$ cat config.mk
export PLATFORM = sky130hd
export DESIGN_NAME = hazard_unit
export DESIGN_NICKNAME = d
export VERILOG_FILES = /design/src/common/pipe_pkg.sv /design/src/common/isa_pkg.sv /design/src/hazard_unit.sv
export VERILOG_INCLUDE_DIRS = /design/src /design/src/common
export SDC_FILE = /design/constraint.sdc
export NUM_CORES = 1
export LEC_CHECK = 0
export CAP_MARGIN = 20
export CORE_AREA = 2 2 39 41
export DETAILED_ROUTE_END_ITERATION = 16
export DIE_AREA = 0 0 41 43
export DONT_BUFFER_PORTS = 1
export RECOVER_POWER = 25
export SLEW_MARGIN = 20
export SYNTH_ARGS = -nofsm -noshare
export SYNTH_HDL_FRONTEND = slang
export SYNTH_SLANG_ARGS = --single-unit
export TNS_END_PERCENT = 1
$ cat constraint.sdc
create_clock -name vclk -period 1.05
set_input_delay 0.105 -clock vclk [all_inputs]
set_output_delay 0.105 -clock vclk [all_outputs]
set_load 0.03 [all_outputs]
$ cat src/common/cpu_config.svh
`ifndef CPU_CONFIG_SVH
`define CPU_CONFIG_SVH

////////////////////////////////////////
// Core widths
////////////////////////////////////////

// Data and address width
`define CPU_XLEN 32

// Register number width, 32 registers
`define CPU_REG_AW 5

////////////////////////////////////////
// Memory depths
////////////////////////////////////////

// Word address bits of instruction memory
`define CPU_IMEM_AW 8

// Word address bits of data memory
`define CPU_DMEM_AW 8

// Cycles to let the pipe empty after the halt loop
`define CPU_DRAIN 6

`endif
$ cat src/common/pipe_pkg.sv
package pipe_pkg;

	// ALU operation
	typedef enum logic [3:0] {
		ALU_ADD    = 4'd0,
		ALU_SUB    = 4'd1,
		ALU_AND    = 4'd2,
		ALU_OR     = 4'd3,
		ALU_SLT    = 4'd4,
		ALU_SLL    = 4'd5,
		ALU_SRL    = 4'd6,
		ALU_PASS_B = 4'd7
	} alu_op_t;

	// Result source for write-back
	typedef enum logic [1:0] {
		WB_ALU = 2'd0,
		WB_MEM = 2'd1,
		WB_LUI = 2'd2
	} wb_sel_t;

	// Decode operand source
	typedef enum logic [1:0] {
		FWD_RF       = 2'd0,
		FWD_EX_ALU   = 2'd1,
		FWD_MEM_ALU  = 2'd2,
		FWD_MEM_DATA = 2'd3
	} fwd_sel_t;

	// Destination register choice
	typedef enum logic [1:0] {
		DEST_RT = 2'd0,
		DEST_RD = 2'd1,
		DEST_RA = 2'd2
	} dest_sel_t;

	// Next PC source
	typedef enum logic [1:0] {
		PC_SEQ    = 2'd0,
		PC_JUMP   = 2'd1,
		PC_BRANCH = 2'd2,
		PC_REG    = 2'd3
	} pc_sel_t;

endpackage

$ cat src/common/isa_pkg.sv
`include "cpu_config.svh"

package isa_pkg;

	// One machine word
	typedef logic [`CPU_XLEN-1:0] word_t;

	// Register number
	typedef logic [`CPU_REG_AW-1:0] reg_addr_t;

	////////////////////////////////////////
	// Opcodes and funct codes
	////////////////////////////////////////

	// Kept primary opcodes
	typedef enum logic [5:0] {
		OP_RTYPE = 6'h00,
		OP_J     = 6'h02,
		OP_JAL   = 6'h03,
		OP_BEQ   = 6'h04,
		OP_BNE   = 6'h05,
		OP_ADDI  = 6'h08,
		OP_ANDI  = 6'h0c,
		OP_ORI   = 6'h0d,
		OP_LUI   = 6'h0f,
		OP_LW    = 6'h23,
		OP_SW    = 6'h2b
	} opcode_t;

	// Kept R-type funct codes
	typedef enum logic [5:0] {
		FN_SLL = 6'h00,
		FN_SRL = 6'h02,
		FN_JR  = 6'h08,
		FN_ADD = 6'h20,
		FN_SUB = 6'h22,
		FN_AND = 6'h24,
		FN_OR  = 6'h25,
		FN_SLT = 6'h2a
	} funct_t;

	////////////////////////////////////////
	// Instruction word views
	////////////////////////////////////////

	// Register form
	typedef struct packed {
		opcode_t    opcode;
		reg_addr_t  rs;
		reg_addr_t  rt;
		reg_addr_t  rd;
		logic [4:0] shamt;
		funct_t     funct;
	} r_fmt_t;

	// Immediate form
	typedef struct packed {
		opcode_t     opcode;
		reg_addr_t   rs;
		reg_addr_t   rt;
		logic [15:0] imm;
	} i_fmt_t;

	// Same word seen both ways, jump target is bits 25..0
	typedef union packed {
		r_fmt_t r;
		i_fmt_t i;
	} instr_u;

endpackage

$ cat src/hazard_unit.sv
`timescale 1ns/100ps

module hazard_unit (
	input  isa_pkg::reg_addr_t rs,
	input  isa_pkg::reg_addr_t rt,
	input  logic               uses_rs,
	input  logic               uses_rt,
	input  isa_pkg::reg_addr_t ex_dest,
	input  logic               ex_reg_we,
	input  pipe_pkg::wb_sel_t  ex_wb_sel,
	input  isa_pkg::reg_addr_t mem_dest,
	input  logic               mem_reg_we,
	input  pipe_pkg::wb_sel_t  mem_wb_sel,
	output pipe_pkg::fwd_sel_t rs_fwd,
	output pipe_pkg::fwd_sel_t rt_fwd,
	output logic               stall_load
);

	logic ex_is_load;

	// Youngest producer wins, r0 never forwards
	function automatic pipe_pkg::fwd_sel_t pick(input isa_pkg::reg_addr_t src);
		pipe_pkg::fwd_sel_t sel;
		sel = pipe_pkg::FWD_RF;
		if (src != '0) begin
			if (ex_reg_we && ex_dest == src) begin
				sel = pipe_pkg::FWD_EX_ALU;
			end else if (mem_reg_we && mem_dest == src) begin
				sel = (mem_wb_sel == pipe_pkg::WB_MEM) ?
					pipe_pkg::FWD_MEM_DATA : pipe_pkg::FWD_MEM_ALU;
			end
		end
		return sel;
	endfunction

	assign ex_is_load = ex_reg_we && (ex_wb_sel == pipe_pkg::WB_MEM) && (ex_dest != '0);

	always_comb begin
		rs_fwd = pick(rs);
		rt_fwd = pick(rt);
		// Load data not ready until the memory stage
		stall_load = ex_is_load &&
			((uses_rs && ex_dest == rs) || (uses_rt && ex_dest == rt));
	end

endmodule

Word-level counts from Yosys, hierarchy flattened
Index checks and enable logic that the tools add are counted.
- multiplexer cells: 7
- equality and inequality tests: 6
- reduce and logical (&&, ||, !) cells: 13
- operators with widths (kind ; number):
    $eq A5 B5 Y1 ; 4
    $reduce_bool A5 Y1 ; 3
    $mux W2 ; 6
    $logic_and A1 B1 Y1 ; 9
    $eq A2 B1 Y1 const B ; 2
    $logic_or A1 B1 Y1 ; 1
    $mux W1 ; 1
- register bits after elaboration: 0
- word-level logic and storage cells: 26
- output and inout bits: 5
- input port bits: 28

Depth between registers and ports, before layout
Gate-level depths: netlist of run 1.
- depth in word-level cells: 5
- gate-level depth with buffers: 4
- gate-level depth less buffers: 4

Least setup slack after synthesis of run 1
OpenSTA, ideal clock, no wires.
- kind: input port to output port
- start: in mem_dest[3]
- end: out rs_fwd[1]
- stages on the path: 4
- required time: 0.945 ns
- buffers on the path: 0
- slack: -0.581 ns
- arrival: 1.526 ns
- cells stage by stage: xor2_1 -> nor3_1 -> nand2_1 -> nor4bb_1
- longest elaborated chain between the ends: 5
- RTL lines (item ; RTL line ; source):
    start: declaration ; hazard_unit.sv:11 ; input isa_pkg::reg_addr_t mem_dest,
    $eq A5 B5 Y1 ; hazard_unit.sv:28 ; end else if (mem_reg_we && mem_dest == src) begin
    $logic_and A1 B1 Y1 ; hazard_unit.sv:28 ;
    $mux W2 ; hazard_unit.sv:28 ;
    $mux W2 ; hazard_unit.sv:26 ; if (ex_reg_we && ex_dest == src) begin
    $mux W2 ; hazard_unit.sv:25 ; if (src != '0) begin
    end: declaration ; hazard_unit.sv:14 ; output pipe_pkg::fwd_sel_t rs_fwd,
No other way between the ends.

Worst setup path in the final report of run 1
- start: in rt[1]
- end: out rt_fwd[1]
- longest elaborated chain between the ends: 5
- RTL lines (item ; RTL line ; source):
    start: declaration ; hazard_unit.sv:5 ; input isa_pkg::reg_addr_t rt,
    $eq A5 B5 Y1 ; hazard_unit.sv:28 ;
    $logic_and A1 B1 Y1 ; hazard_unit.sv:28 ;
    $mux W2 ; hazard_unit.sv:28 ;
    $mux W2 ; hazard_unit.sv:26 ;
    $mux W2 * ; hazard_unit.sv:25 ;
    end: declaration ; hazard_unit.sv:15 ; output pipe_pkg::fwd_sel_t rt_fwd,
Mark *: on every way between the ends. The rest lies on a longest branch, timed or not.

==> results of run 1 <==
-- critical path, delay by kind of cell --
kind | cells | cell delay [ps]
simple gates | 4 | 850
buf+inv | 1 | 140
-- layout make-up --
cell class	instances	area, µm²
Tap cell	16	20.0
Timing Repair Buffer	7	67.6
Fill cell	154	882
Multi-Input combinational cell	48	414
-- repair_timing --
| action | CTS | global route |
|---|---|---|
| pin swaps | 3 | 1 |
| resized for setup | 6 | 4 |
| cloned | 0 | 0 |
| endpoints found under the setup margin | 5 | 5 |
-- path summary, 6_finish.rpt --
kind | start | end | slack (ps) | cells after the start
worst max-delay path | rt[1] | rt_fwd[1] | -140 | 5
worst min-delay path | ex_reg_we | stall_load | 460 | 2
-- cell usage in the layout, fill, tap and decap left out --
cell,instances
buf_6,4
xor2_1,12
a21oi_2,2
buf_4,3
nand2_1,2
xor2_2,1
nor2_4,1
or4_4,2
or4_1,1
and3_1,2
a2bb2o_1,1
nor4b_2,1
nor3_1,1
xnor2_1,7
nand3b_1,2
nand4_1,1
nor4bb_4,1
o2111a_1,1
nor2_1,2
nor3_2,3
nor2b_1,1
nand3_1,3
or2_1,1
-- layer usage --
metal,vias to the layer above,global-route usage
li1,187,-
met1,163,0.152
met2,19,0.181
met3,0,0.0366
met4,0,0
met5,-,0
-- logic make-up after synthesis --
logic type | count (synthesis) | synth area share
and+or+nand+nor | 24 | 0.425
xor gates and xnor gates | 20 | 0.488
AOI/OAI and AO/OA | 4 | 0.0871
-- power groups by stage --
stage,logic [mW],clock network [mW],registers [mW]
2_1_floorplan,0.100,0,0
3_3_place_gp,0.119,0,0
3_5_place_dp,0.119,0,0
4_1_cts,0.125,0,0
5_1_grt,0.147,0,0
6_report,0.135,0,0
-- metrics by stage --
step / cell area, µm² / setup TNS, ps / cells
6_report: 502 / -485 / 71
5_1_grt: 502 / -627 / 71
4_1_cts: 478 / -506 / 71
3_5_place_dp: 454 / -687 / 71
3_3_place_gp: 454 / -682 / 71
2_1_floorplan: 382 / -284 / 48
==> summary.md, run 1 <==
| Metric | Value |
|---|---|
| Final wirelength | roughly 1000 µm |
| Final worst-path cycle share | 1.13 |
| Vias in the first global route | between 300 and 400 |
| Post-CTS Hold Buffers | 0 |
| Via density | between 5 and 6 |
| Core area | ~1400 µm² |
| Outcome | finished, violations left |
| Post-Syn Instances | 48 |
| WP data arrival | ~1100 ps |
| Cell area after synthesis | 359 µm² |
| Boundary pin count | 33 |
| Final Util | 0.363 |
| Violated checks | negative setup slack |
| Top layer in use | met3 |
| Worst Tran Pin Value | about 230 ps |
| Setup WS pre-CTS | -207 ps |
| Commonest cells post-synth | xor2_1, xnor2_1, nor3_1, nand3_1 |
| Total Power | around 130 µW |
| GRT overflow | 0 |
| Max_cap viols | 0 |
| Post-synthesis sequential area ratio | 0 |
| Logic gate share of total power | 1.000 |
| Final nets | 85 |
| ANT cells | 0 |
| Synth warn | 0 |
| Final-report setup violation count | 5 |
| Post-CTS Setup Bufs | 0 |
| Num sequential | 0 |
| Yosys top cell area share | 0.317 |
| Port Buf Inserts | 0 |
| Crit. End Element | output pin |
| Worst EP required | approximately 940 ps |
| Critical Path Start Type | primary input |
| Leading post-synthesis cells by cell area | xor2_1, xnor2_1, nor3_1 |
| Hold_ws | about 460 ps |
| Largest net degree at the start of global routing | 4 |
| Die W | 41 µm |
| Die Ht | 43 µm |
| Peak Freq | about 840 MHz |
| Routed WL per cell | around 14 µm |
| Total number of vias | roughly 370 |
| Metal3 WL | 125 µm |
| Detail Route Antenna Nets | 0 |
| Final critical-path required period | between 1000 and 1500 ps |
| Initial core utilization | 0.259 |
| DRC Markers | 0 |
| Initial antenna violation count | 0 |
| Critical-path cell list | or4_4 -> nor2_4 -> nor4b_2 -> and3_1 -> buf_6 |
| Most frequent cell after synthesis | xor2_1 |
| Net Sw Frac | 0.448 |
| Area leader, netlist | xor2_1 |
| 1st-iter DRT viols | 5 |
| First-pass DRT Iterations | 2 |
| Psw | ~60 µW |
| Die Footprint | around 1800 µm² |
| Max IR drop VDD | 0.0949 mV |
| Static Leak | 0.176 nW |
| Fin worst setup slack | -137 ps |
| Sequential power share | 0 |
| Syn Area/Cell | around 7.5 µm² |
| First-pass GRT wire length | 1460 µm |
| Met1 WL | ~400 µm |
| GPL Wtd Cong | roughly 0.66 |
| Sequential cell area | 0 µm² |
| Critical path's slowest cell | or4_4 |
| Pwr Density | 269 nW/µm² |
| Synth cell types | 19 |
| Met2 WL post-DR | roughly 470 µm |
| Synthesis-to-finish area growth | 39.7% |
| # clk buffers | 0 |
| Share of layout cells above drive strength 1 | 0.327 |
| CP peak stage delay | about 530 ps |
| Clk pwr share | 0 |
| Unrepaired setup endpoints after global routing | true |
| Net Count, Synth | 76 |
| WS Path Type | in2out |
| Hold Path Class | in2out |
| Hold Vio Cnt, Final | 0 |
| Global-route usage over all layers | 0.113 |
| Rows | 14 |
| Int Pwr | approximately 74 µW |
| Worst Path Max Fanout | 3 |
| Final Max Slew Viols | 0 |
| DP HPWL | just under 900 µm |
| Max_slew headroom | 0.845 |
Power figures use the tool's default switching activity.
==> run 2: changes to the inputs <==
ABC_AREA = 1   (was unset)
CORE_AREA = unset   (was 2 2 39 41)
CORE_MARGIN = 2   (was unset)
CORE_UTILIZATION = 35   (was unset)
DIE_AREA = unset   (was 0 0 41 43)
RECOVER_POWER = 100   (was 25)
==> run 2 against run 1 <==
Total power is 14% higher; critical endpoint is now rs_fwd[1]; combinational power is 14% higher; the run now ends clean; worst hold slack worse by 62 ps; largest power group unchanged; fmax is 24% higher; sequential share of layout area stayed put.
==> summary.md, run 2 <==
| Metric | Value |
|---|---|
| Unrepaired setup endpoints after global routing | false |
| Yosys top cell area share | 0.371 (+0.0539) |
| Critical path's slowest cell | buf_4 |
| Hold Vio Cnt, Final | 0 (unchanged) |
| Synth Area in Adders | 0 (unchanged) |
| Via density | 5.12 (-1.4%) |
| Post-DP Area | 510 µm² (+12%) |
| DRC Markers | 0 (unchanged) |
| WS Path Type | in2out |
| Placed Cells | 122 (+72%) |
| First-pass DRT Iterations | 4 (+2) |
| Post-CTS Hold Buffers | 0 (unchanged) |
| Initial antenna violation count | 0 (unchanged) |
| Net Sw Frac | 0.612 (+0.163) |
| Final-report setup violation count | 0 (-5) |
| Leading post-synthesis cells by cell area | nand2_1, inv_1, nand4_1 |
| Total Power | 154 µW (+14%) |
| Routed WL per cell | 10.4 µm (-26%) |
| Area leader, netlist | nand2_1 |
| Logic gate share of total power | 1.000 (about the same) |
| Peak Freq | 1040 MHz (+24%) |
| Hold Path Class | in2out |
| Detail Route Antenna Nets | 0 (unchanged) |
| Setup TNS | 0 ps (+485 ps) |
| Outcome | complete, no violations |
| Max_slew headroom | 0.853 (+0.00815) |
| Final Max Slew Viols | 0 (unchanged) |
| Static Leak | 0.297 nW (+69%) |
| Post-synthesis sequential area ratio | 0 (unchanged) |
| Hold path depth | 2 (unchanged) |
| Largest family of logic cells by synthesized area | simple AND/OR/NAND/NOR gates |
| Pwr Density | 293 nW/µm² (+9.0%) |
| Crit. End Element | output pin |
| Net Count, Synth | 132 (+74%) |
| Final worst-path cycle share | 0.915 (-0.216) |
| Num sequential | 0 (unchanged) |
| Simple-gate portion of the synthesized area | 0.685 (+0.260) |
| Worst Path Max Fanout | 3 (unchanged) |
| Final nets | 137 (+61%) |
| Global-route usage over all layers | 0.157 (+0.0436) |
| Synth cell types | 14 (-5) |
| Worst EP required | 940 ps (about the same) |
| ANT cells | 0 (unchanged) |
| First-pass GRT wire length | 1790 µm (+22%) |
| Total number of vias | 625 (+69%) |
| Final wirelength | 1270 µm (+27%) |
| Initial core utilization | 0.367 (+0.107) |
| Commonest non-fill, non-tap cell in the layout | nand2_1 |
| Worst Tran Pin Value | 218 ps (-13.1 ps) |
| Port Buf Inserts | 0 (unchanged) |
| Design Area, Final | 526 µm² (+4.7%) |
| # clk buffers | 0 (unchanged) |
| Most frequent cell after synthesis | nand2_1 |
| Rows | 13 (-1) |
| DP HPWL | 1190 µm (+33%) |
| Sequential cell area | 0 µm² (unchanged) |
| CP peak stage delay | 160 ps (-370 ps) |
| 1st-iter DRT viols | 14 (+9) |
| Final critical-path required period | 961 ps (-226 ps) |
| Clk pwr share | 0 (unchanged) |
| Int Pwr | 59.8 µW (-20%) |
| Post-Syn Instances | 104 (+120%) |
| Multiplexer area fraction after synthesis | 0 (unchanged) |
| Synth warn | 0 (unchanged) |
| Final Util | 0.414 (+0.0516) |
| Max IR drop VDD | 0.109 mV (+15%) |
| WP data arrival | 860 ps (-220 ps) |
| Commonest cells post-synth | nand2_1, inv_1, nor2_1, nand3_1, nand4_1 |
| Core area | 1270 µm² (-8.3%) |
| Max_cap viols | 0 (unchanged) |
| Synthesis-to-finish area growth | 12.9% |
| GPL Wtd Cong | 0.806 (+23%) |
| Die Footprint | 1640 µm² (-7.1%) |
| Hold path endpoint | rt_fwd[1] |
| Critical-path cell list | inv_1 -> nand2_1 -> a21oi_2 -> nand3_1 -> nor2_2 -> nor2_1 -> buf_4 |
| Share of layout cells above drive strength 1 | 0.131 (-0.196) |
| Sequential power share | 0 (unchanged) |
| Critical Path Start Type | primary input |
| Non-Filler Instances | 122 (+72%) |
| Commonest cells after routing, fill and taps aside | nand2_1, inv_1, nor2_1 |
| Boundary pin count | 33 (unchanged) |
| Psw | 94.2 µW (+56%) |
| Die Ht | 40.5 µm (-5.9%) |
| Vias in the first global route | 491 (+32%) |
| Largest net degree at the start of global routing | 6 (+2) |
| Synth Area in XOR/XNOR | 0.0565 (-0.431) |
| Compound-Gate Fraction of Synth Area | 0.0887 (+0.00160) |
| Die W | 40.5 µm (-1.3%) |
| Cell area after synthesis | 465 µm² (+30%) |
| Hold Crit Start | ex_reg_we |
| Syn Area/Cell | 4.48 µm² (-40%) |
| GRT overflow | 0 (unchanged) |
-- run 2: power groups by stage --
stage	Clock [mW]	Combinational (mW)	Sequential, mW
after floorplan	0	0.128	0
after global placement	0	0.150	0
after detailed placement	0	0.152	0
after CTS	0	0.153	0
after global routing	0	0.177	0
final	0	0.154	0
-- run 2: how the worst max path moves through the flow --
stage	end	startpoint	slack (ps)
2_1_floorplan	stall_load	ex_dest[0]	2
4_1_cts	rt_fwd[0]	ex_dest[0]	50
5_1_grt	rt_fwd[0]	rt[4]	4
3_3_place_gp	rs_fwd[0]	ex_dest[1]	20
6_report	rs_fwd[1]	ex_dest[1]	90
3_5_place_dp	rs_fwd[0]	ex_dest[1]	2
-- run 2: what timing repair did --
| item | CTS | global route |
|---|---|---|
| setup endpoints to repair | 1 | 3 |
| setup buffers | 0 | 0 |
| gates resized for setup | 1 | 3 |
-- run 2: layout make-up --
type | instances | area (µm²)
Fill cell | 154 | 743
Inverter | 21 | 78.8
Multi-Input combinational cell | 83 | 405
Tap cell | 15 | 18.8
Timing Repair Buffer | 3 | 22.5
-- run 2: cell families after synthesis --
family,count (synthesis)
xor gates and xnor gates,3
buffers and inverters,21
AOI/OAI and AO/OA,6
and+or+nand+nor,74
-- run 2: metal layers --
layer  wire length [µm]  vias to the layer above  GRT usage
met4                  0                        0          0
li1                   -                      328          -
met5                  0                        -          0
met3                158                        0     0.0278
met2                617                       31      0.290
met1                495                      266      0.196
-- run 2: metrics by stage --
step                      worst slack, ps  hold WS (ps)
after global routing                 3.84           400
after detailed placement             2.11           395
after global placement               22.2           394
after floorplan                      2.30           306
after CTS                            46.8           396
final                                89.1           395
-- run 2: worst max-delay path: cells and delay by family --
kind,cells,cell delay (ps)
AO/OA/AOI/OAI,1,150
buffers and inverters,2,230
AND/OR/NAND/NOR,4,370
==> run 3: changes to the inputs <==
CELL_PAD_IN_SITES_DETAIL_PLACEMENT = 0   (was unset)
CELL_PAD_IN_SITES_GLOBAL_PLACEMENT = 1   (was unset)
PLACE_DENSITY_LB_ADDON = 0.1   (was unset)
==> run 3 against run 2 <==
Sequential share of layout area stayed put; non-clock buffer count unchanged; global-route usage increased by 1.4 points; critical path depth unchanged; total power grew 1.4%; wire length up 2.5%; first-iteration DRC count decreased by 50%; largest power group unchanged.
==> summary.md, run 3 (synthesis results as in run 2) <==
| Metric | Value |
|---|---|
| Outcome | complete, no violations |
| Final worst-path cycle share | 0.918 (+0.00248) |
| Crit. End Element | output pin |
| Critical path's slowest cell | a21oi_2 |
| Commonest cells after routing, fill and taps aside | nand2_1, inv_1, nor2_1 |
| Die W | 40.5 µm (unchanged) |
| Num sequential | 0 (unchanged) |
| Rows | 13 (unchanged) |
| Sequential cell area | 0 µm² (unchanged) |
| Worst Setup EP | rs_fwd[0] |
| Non-Filler Instances | 122 (unchanged) |
| Routed WL per cell | 10.7 µm (+2.5%) |
| Vias in the first global route | 514 (+4.7%) |
| Final Max Slew Viols | 0 (unchanged) |
| Largest net degree at the start of global routing | 6 (unchanged) |
| CP dominant cell by count | nand2_1 |
| Final critical-path required period | 963 ps (+2.60 ps) |
| Commonest non-fill, non-tap cell in the layout | nand2_1 |
| Max_slew headroom | 0.847 (-0.00616) |
| Global-route usage over all layers | 0.170 (+0.0135) |
| GPL Wtd Cong | 0.758 (-5.9%) |
| Final wirelength | 1300 µm (+2.5%) |
| Final-report setup violation count | 0 (unchanged) |
| Placed Cells | 122 (unchanged) |
| DP HPWL | 1220 µm (+2.5%) |
| WP data arrival | 860 ps (about the same) |
| Max_cap viols | 0 (unchanged) |
| Via density | 4.91 (-4.2%) |
| ANT cells | 0 (unchanged) |
| Die Footprint | 1640 µm² (unchanged) |
| # clk buffers | 0 (unchanged) |
| Port Buf Inserts | 0 (unchanged) |
| Static Leak | 0.297 nW (about the same) |
| Post-CTS Hold Buffers | 0 (unchanged) |
| Die Ht | 40.5 µm (unchanged) |
| Worst Tran Pin Value | 228 ps (+9.91 ps) |
| CP peak stage delay | 160 ps (about the same) |
| Max IR drop VDD | 0.127 mV (+16%) |
| Boundary pin count | 33 (unchanged) |
| Unrepaired setup endpoints after global routing | true |
| Critical Path Start Type | primary input |
| Worst Path Max Fanout | 3 (unchanged) |
| Synthesis-to-finish area growth | 14.2% |
| Critical-path cell list | inv_1 -> nand2_1 -> a21oi_2 -> nand3_1 -> nor2_2 -> nand2_1 -> nand2_4 |
| Hold Vio Cnt, Final | 0 (unchanged) |
| GRT overflow | 0 (unchanged) |
| DRC Markers | 0 (unchanged) |
| Detail Route Antenna Nets | 0 (unchanged) |
| Core area | 1270 µm² (unchanged) |
| Total Power | 156 µW (+1.4%) |
| Initial antenna violation count | 0 (unchanged) |
| Worst EP required | 940 ps (about the same) |
| Initial core utilization | 0.367 (unchanged) |
| WS Path Type | in2out |
| First-pass GRT wire length | 1940 µm (+8.4%) |
| Hold Path Class | in2out |
| Peak Freq | 1040 MHz (-0.27%) |
| Share of layout cells above drive strength 1 | 0.150 (+0.0187) |
| Final nets | 137 (unchanged) |
| Hold_ws | 393 ps (-2.23 ps) |
| 1st-iter DRT viols | 7 (-7) |
| Total of fill cells in the finished design | 158 (+2.6%) |
| First-pass DRT Iterations | 3 (-1) |
| Pwr Density | 294 nW/µm² (+0.19%) |
| Total number of vias | 599 (-4.2%) |
| CP startpoint | ex_dest[1] |
-- run 3: cell types whose count changed in the layout (fill, tap and decap cells not counted) --
cell     previous run  this run
a21oi_1             1         0
a21oi_2             2         3
nor2_1              8         7
nor2_2              4         5
-- run 3: final cells by class --
type                       instances  area (µm²)  area share
timing repair buffer               3        22.5      0.0424
tap                               15        18.8      0.0353
inverter                          21        78.8       0.148
multi-input combinational         83         412       0.774
-- run 3: timing repair --
| action | in CTS | in global routing |
|---|---|---|
| endpoints found under the hold margin | 0 | 0 |
| endpoints found under the setup margin | 1 | 5 |
| pin swaps | 0 | 1 |
| resized for setup | 1 | 5 |
| buffers inserted | 0 | 0 |
-- run 3: critical path: cells and delay by family --
family	cells	cell delay, ps
buf+inv	1	80
simple gates	5	500
compound gates	1	160
-- run 3: worst min path at each step --
stage / startpoint / endpoint / slack, ps / cells past startpoint
after global routing: ex_reg_we / rt_fwd[1] / 400 / 2
after global placement: ex_reg_we / rt_fwd[1] / 390 / 2
after detailed placement: ex_reg_we / rt_fwd[1] / 390 / 2
after CTS: ex_reg_we / rt_fwd[1] / 390 / 2
final: ex_reg_we / rt_fwd[1] / 390 / 2
after floorplan: ex_reg_we / rt_fwd[1] / 310 / 1
-- run 3: stage by stage --
step,cell area (µm²),setup slack (ps),util,TNS (ps)
3_5_place_dp,510,-1.86,0.402,-1.86
2_1_floorplan,469,2.30,-,0
4_1_cts,513,56.9,0.404,0
3_3_place_gp,510,-10.0,0.402,-10.0
6_report,532,86.5,0.419,0
5_1_grt,532,-27.8,0.419,-47.2
-- run 3: report_power, final --
| part | total [mW] | leakage [nW] | switching (mW) | internal, mW |
|---|---|---|---|---|
| clock network | 0 | 0 | 0 | 0 |
| registers | 0 | 0 | 0 | 0 |
| logic | 0.156 | 0.297 | 0.0959 | 0.0602 |
| total | 0.156 | 0.297 | 0.0959 | 0.0602 |
-- run 3: metal layers --
metal / vias to the layer above / GRT usage / part of all wire
met5: - / 0 / 0
met4: 0 / 0 / 0
met3: 0 / 0.00556 / 0.098
met2: 22 / 0.317 / 0.47
met1: 250 / 0.224 / 0.43
li1: 327 / - / -
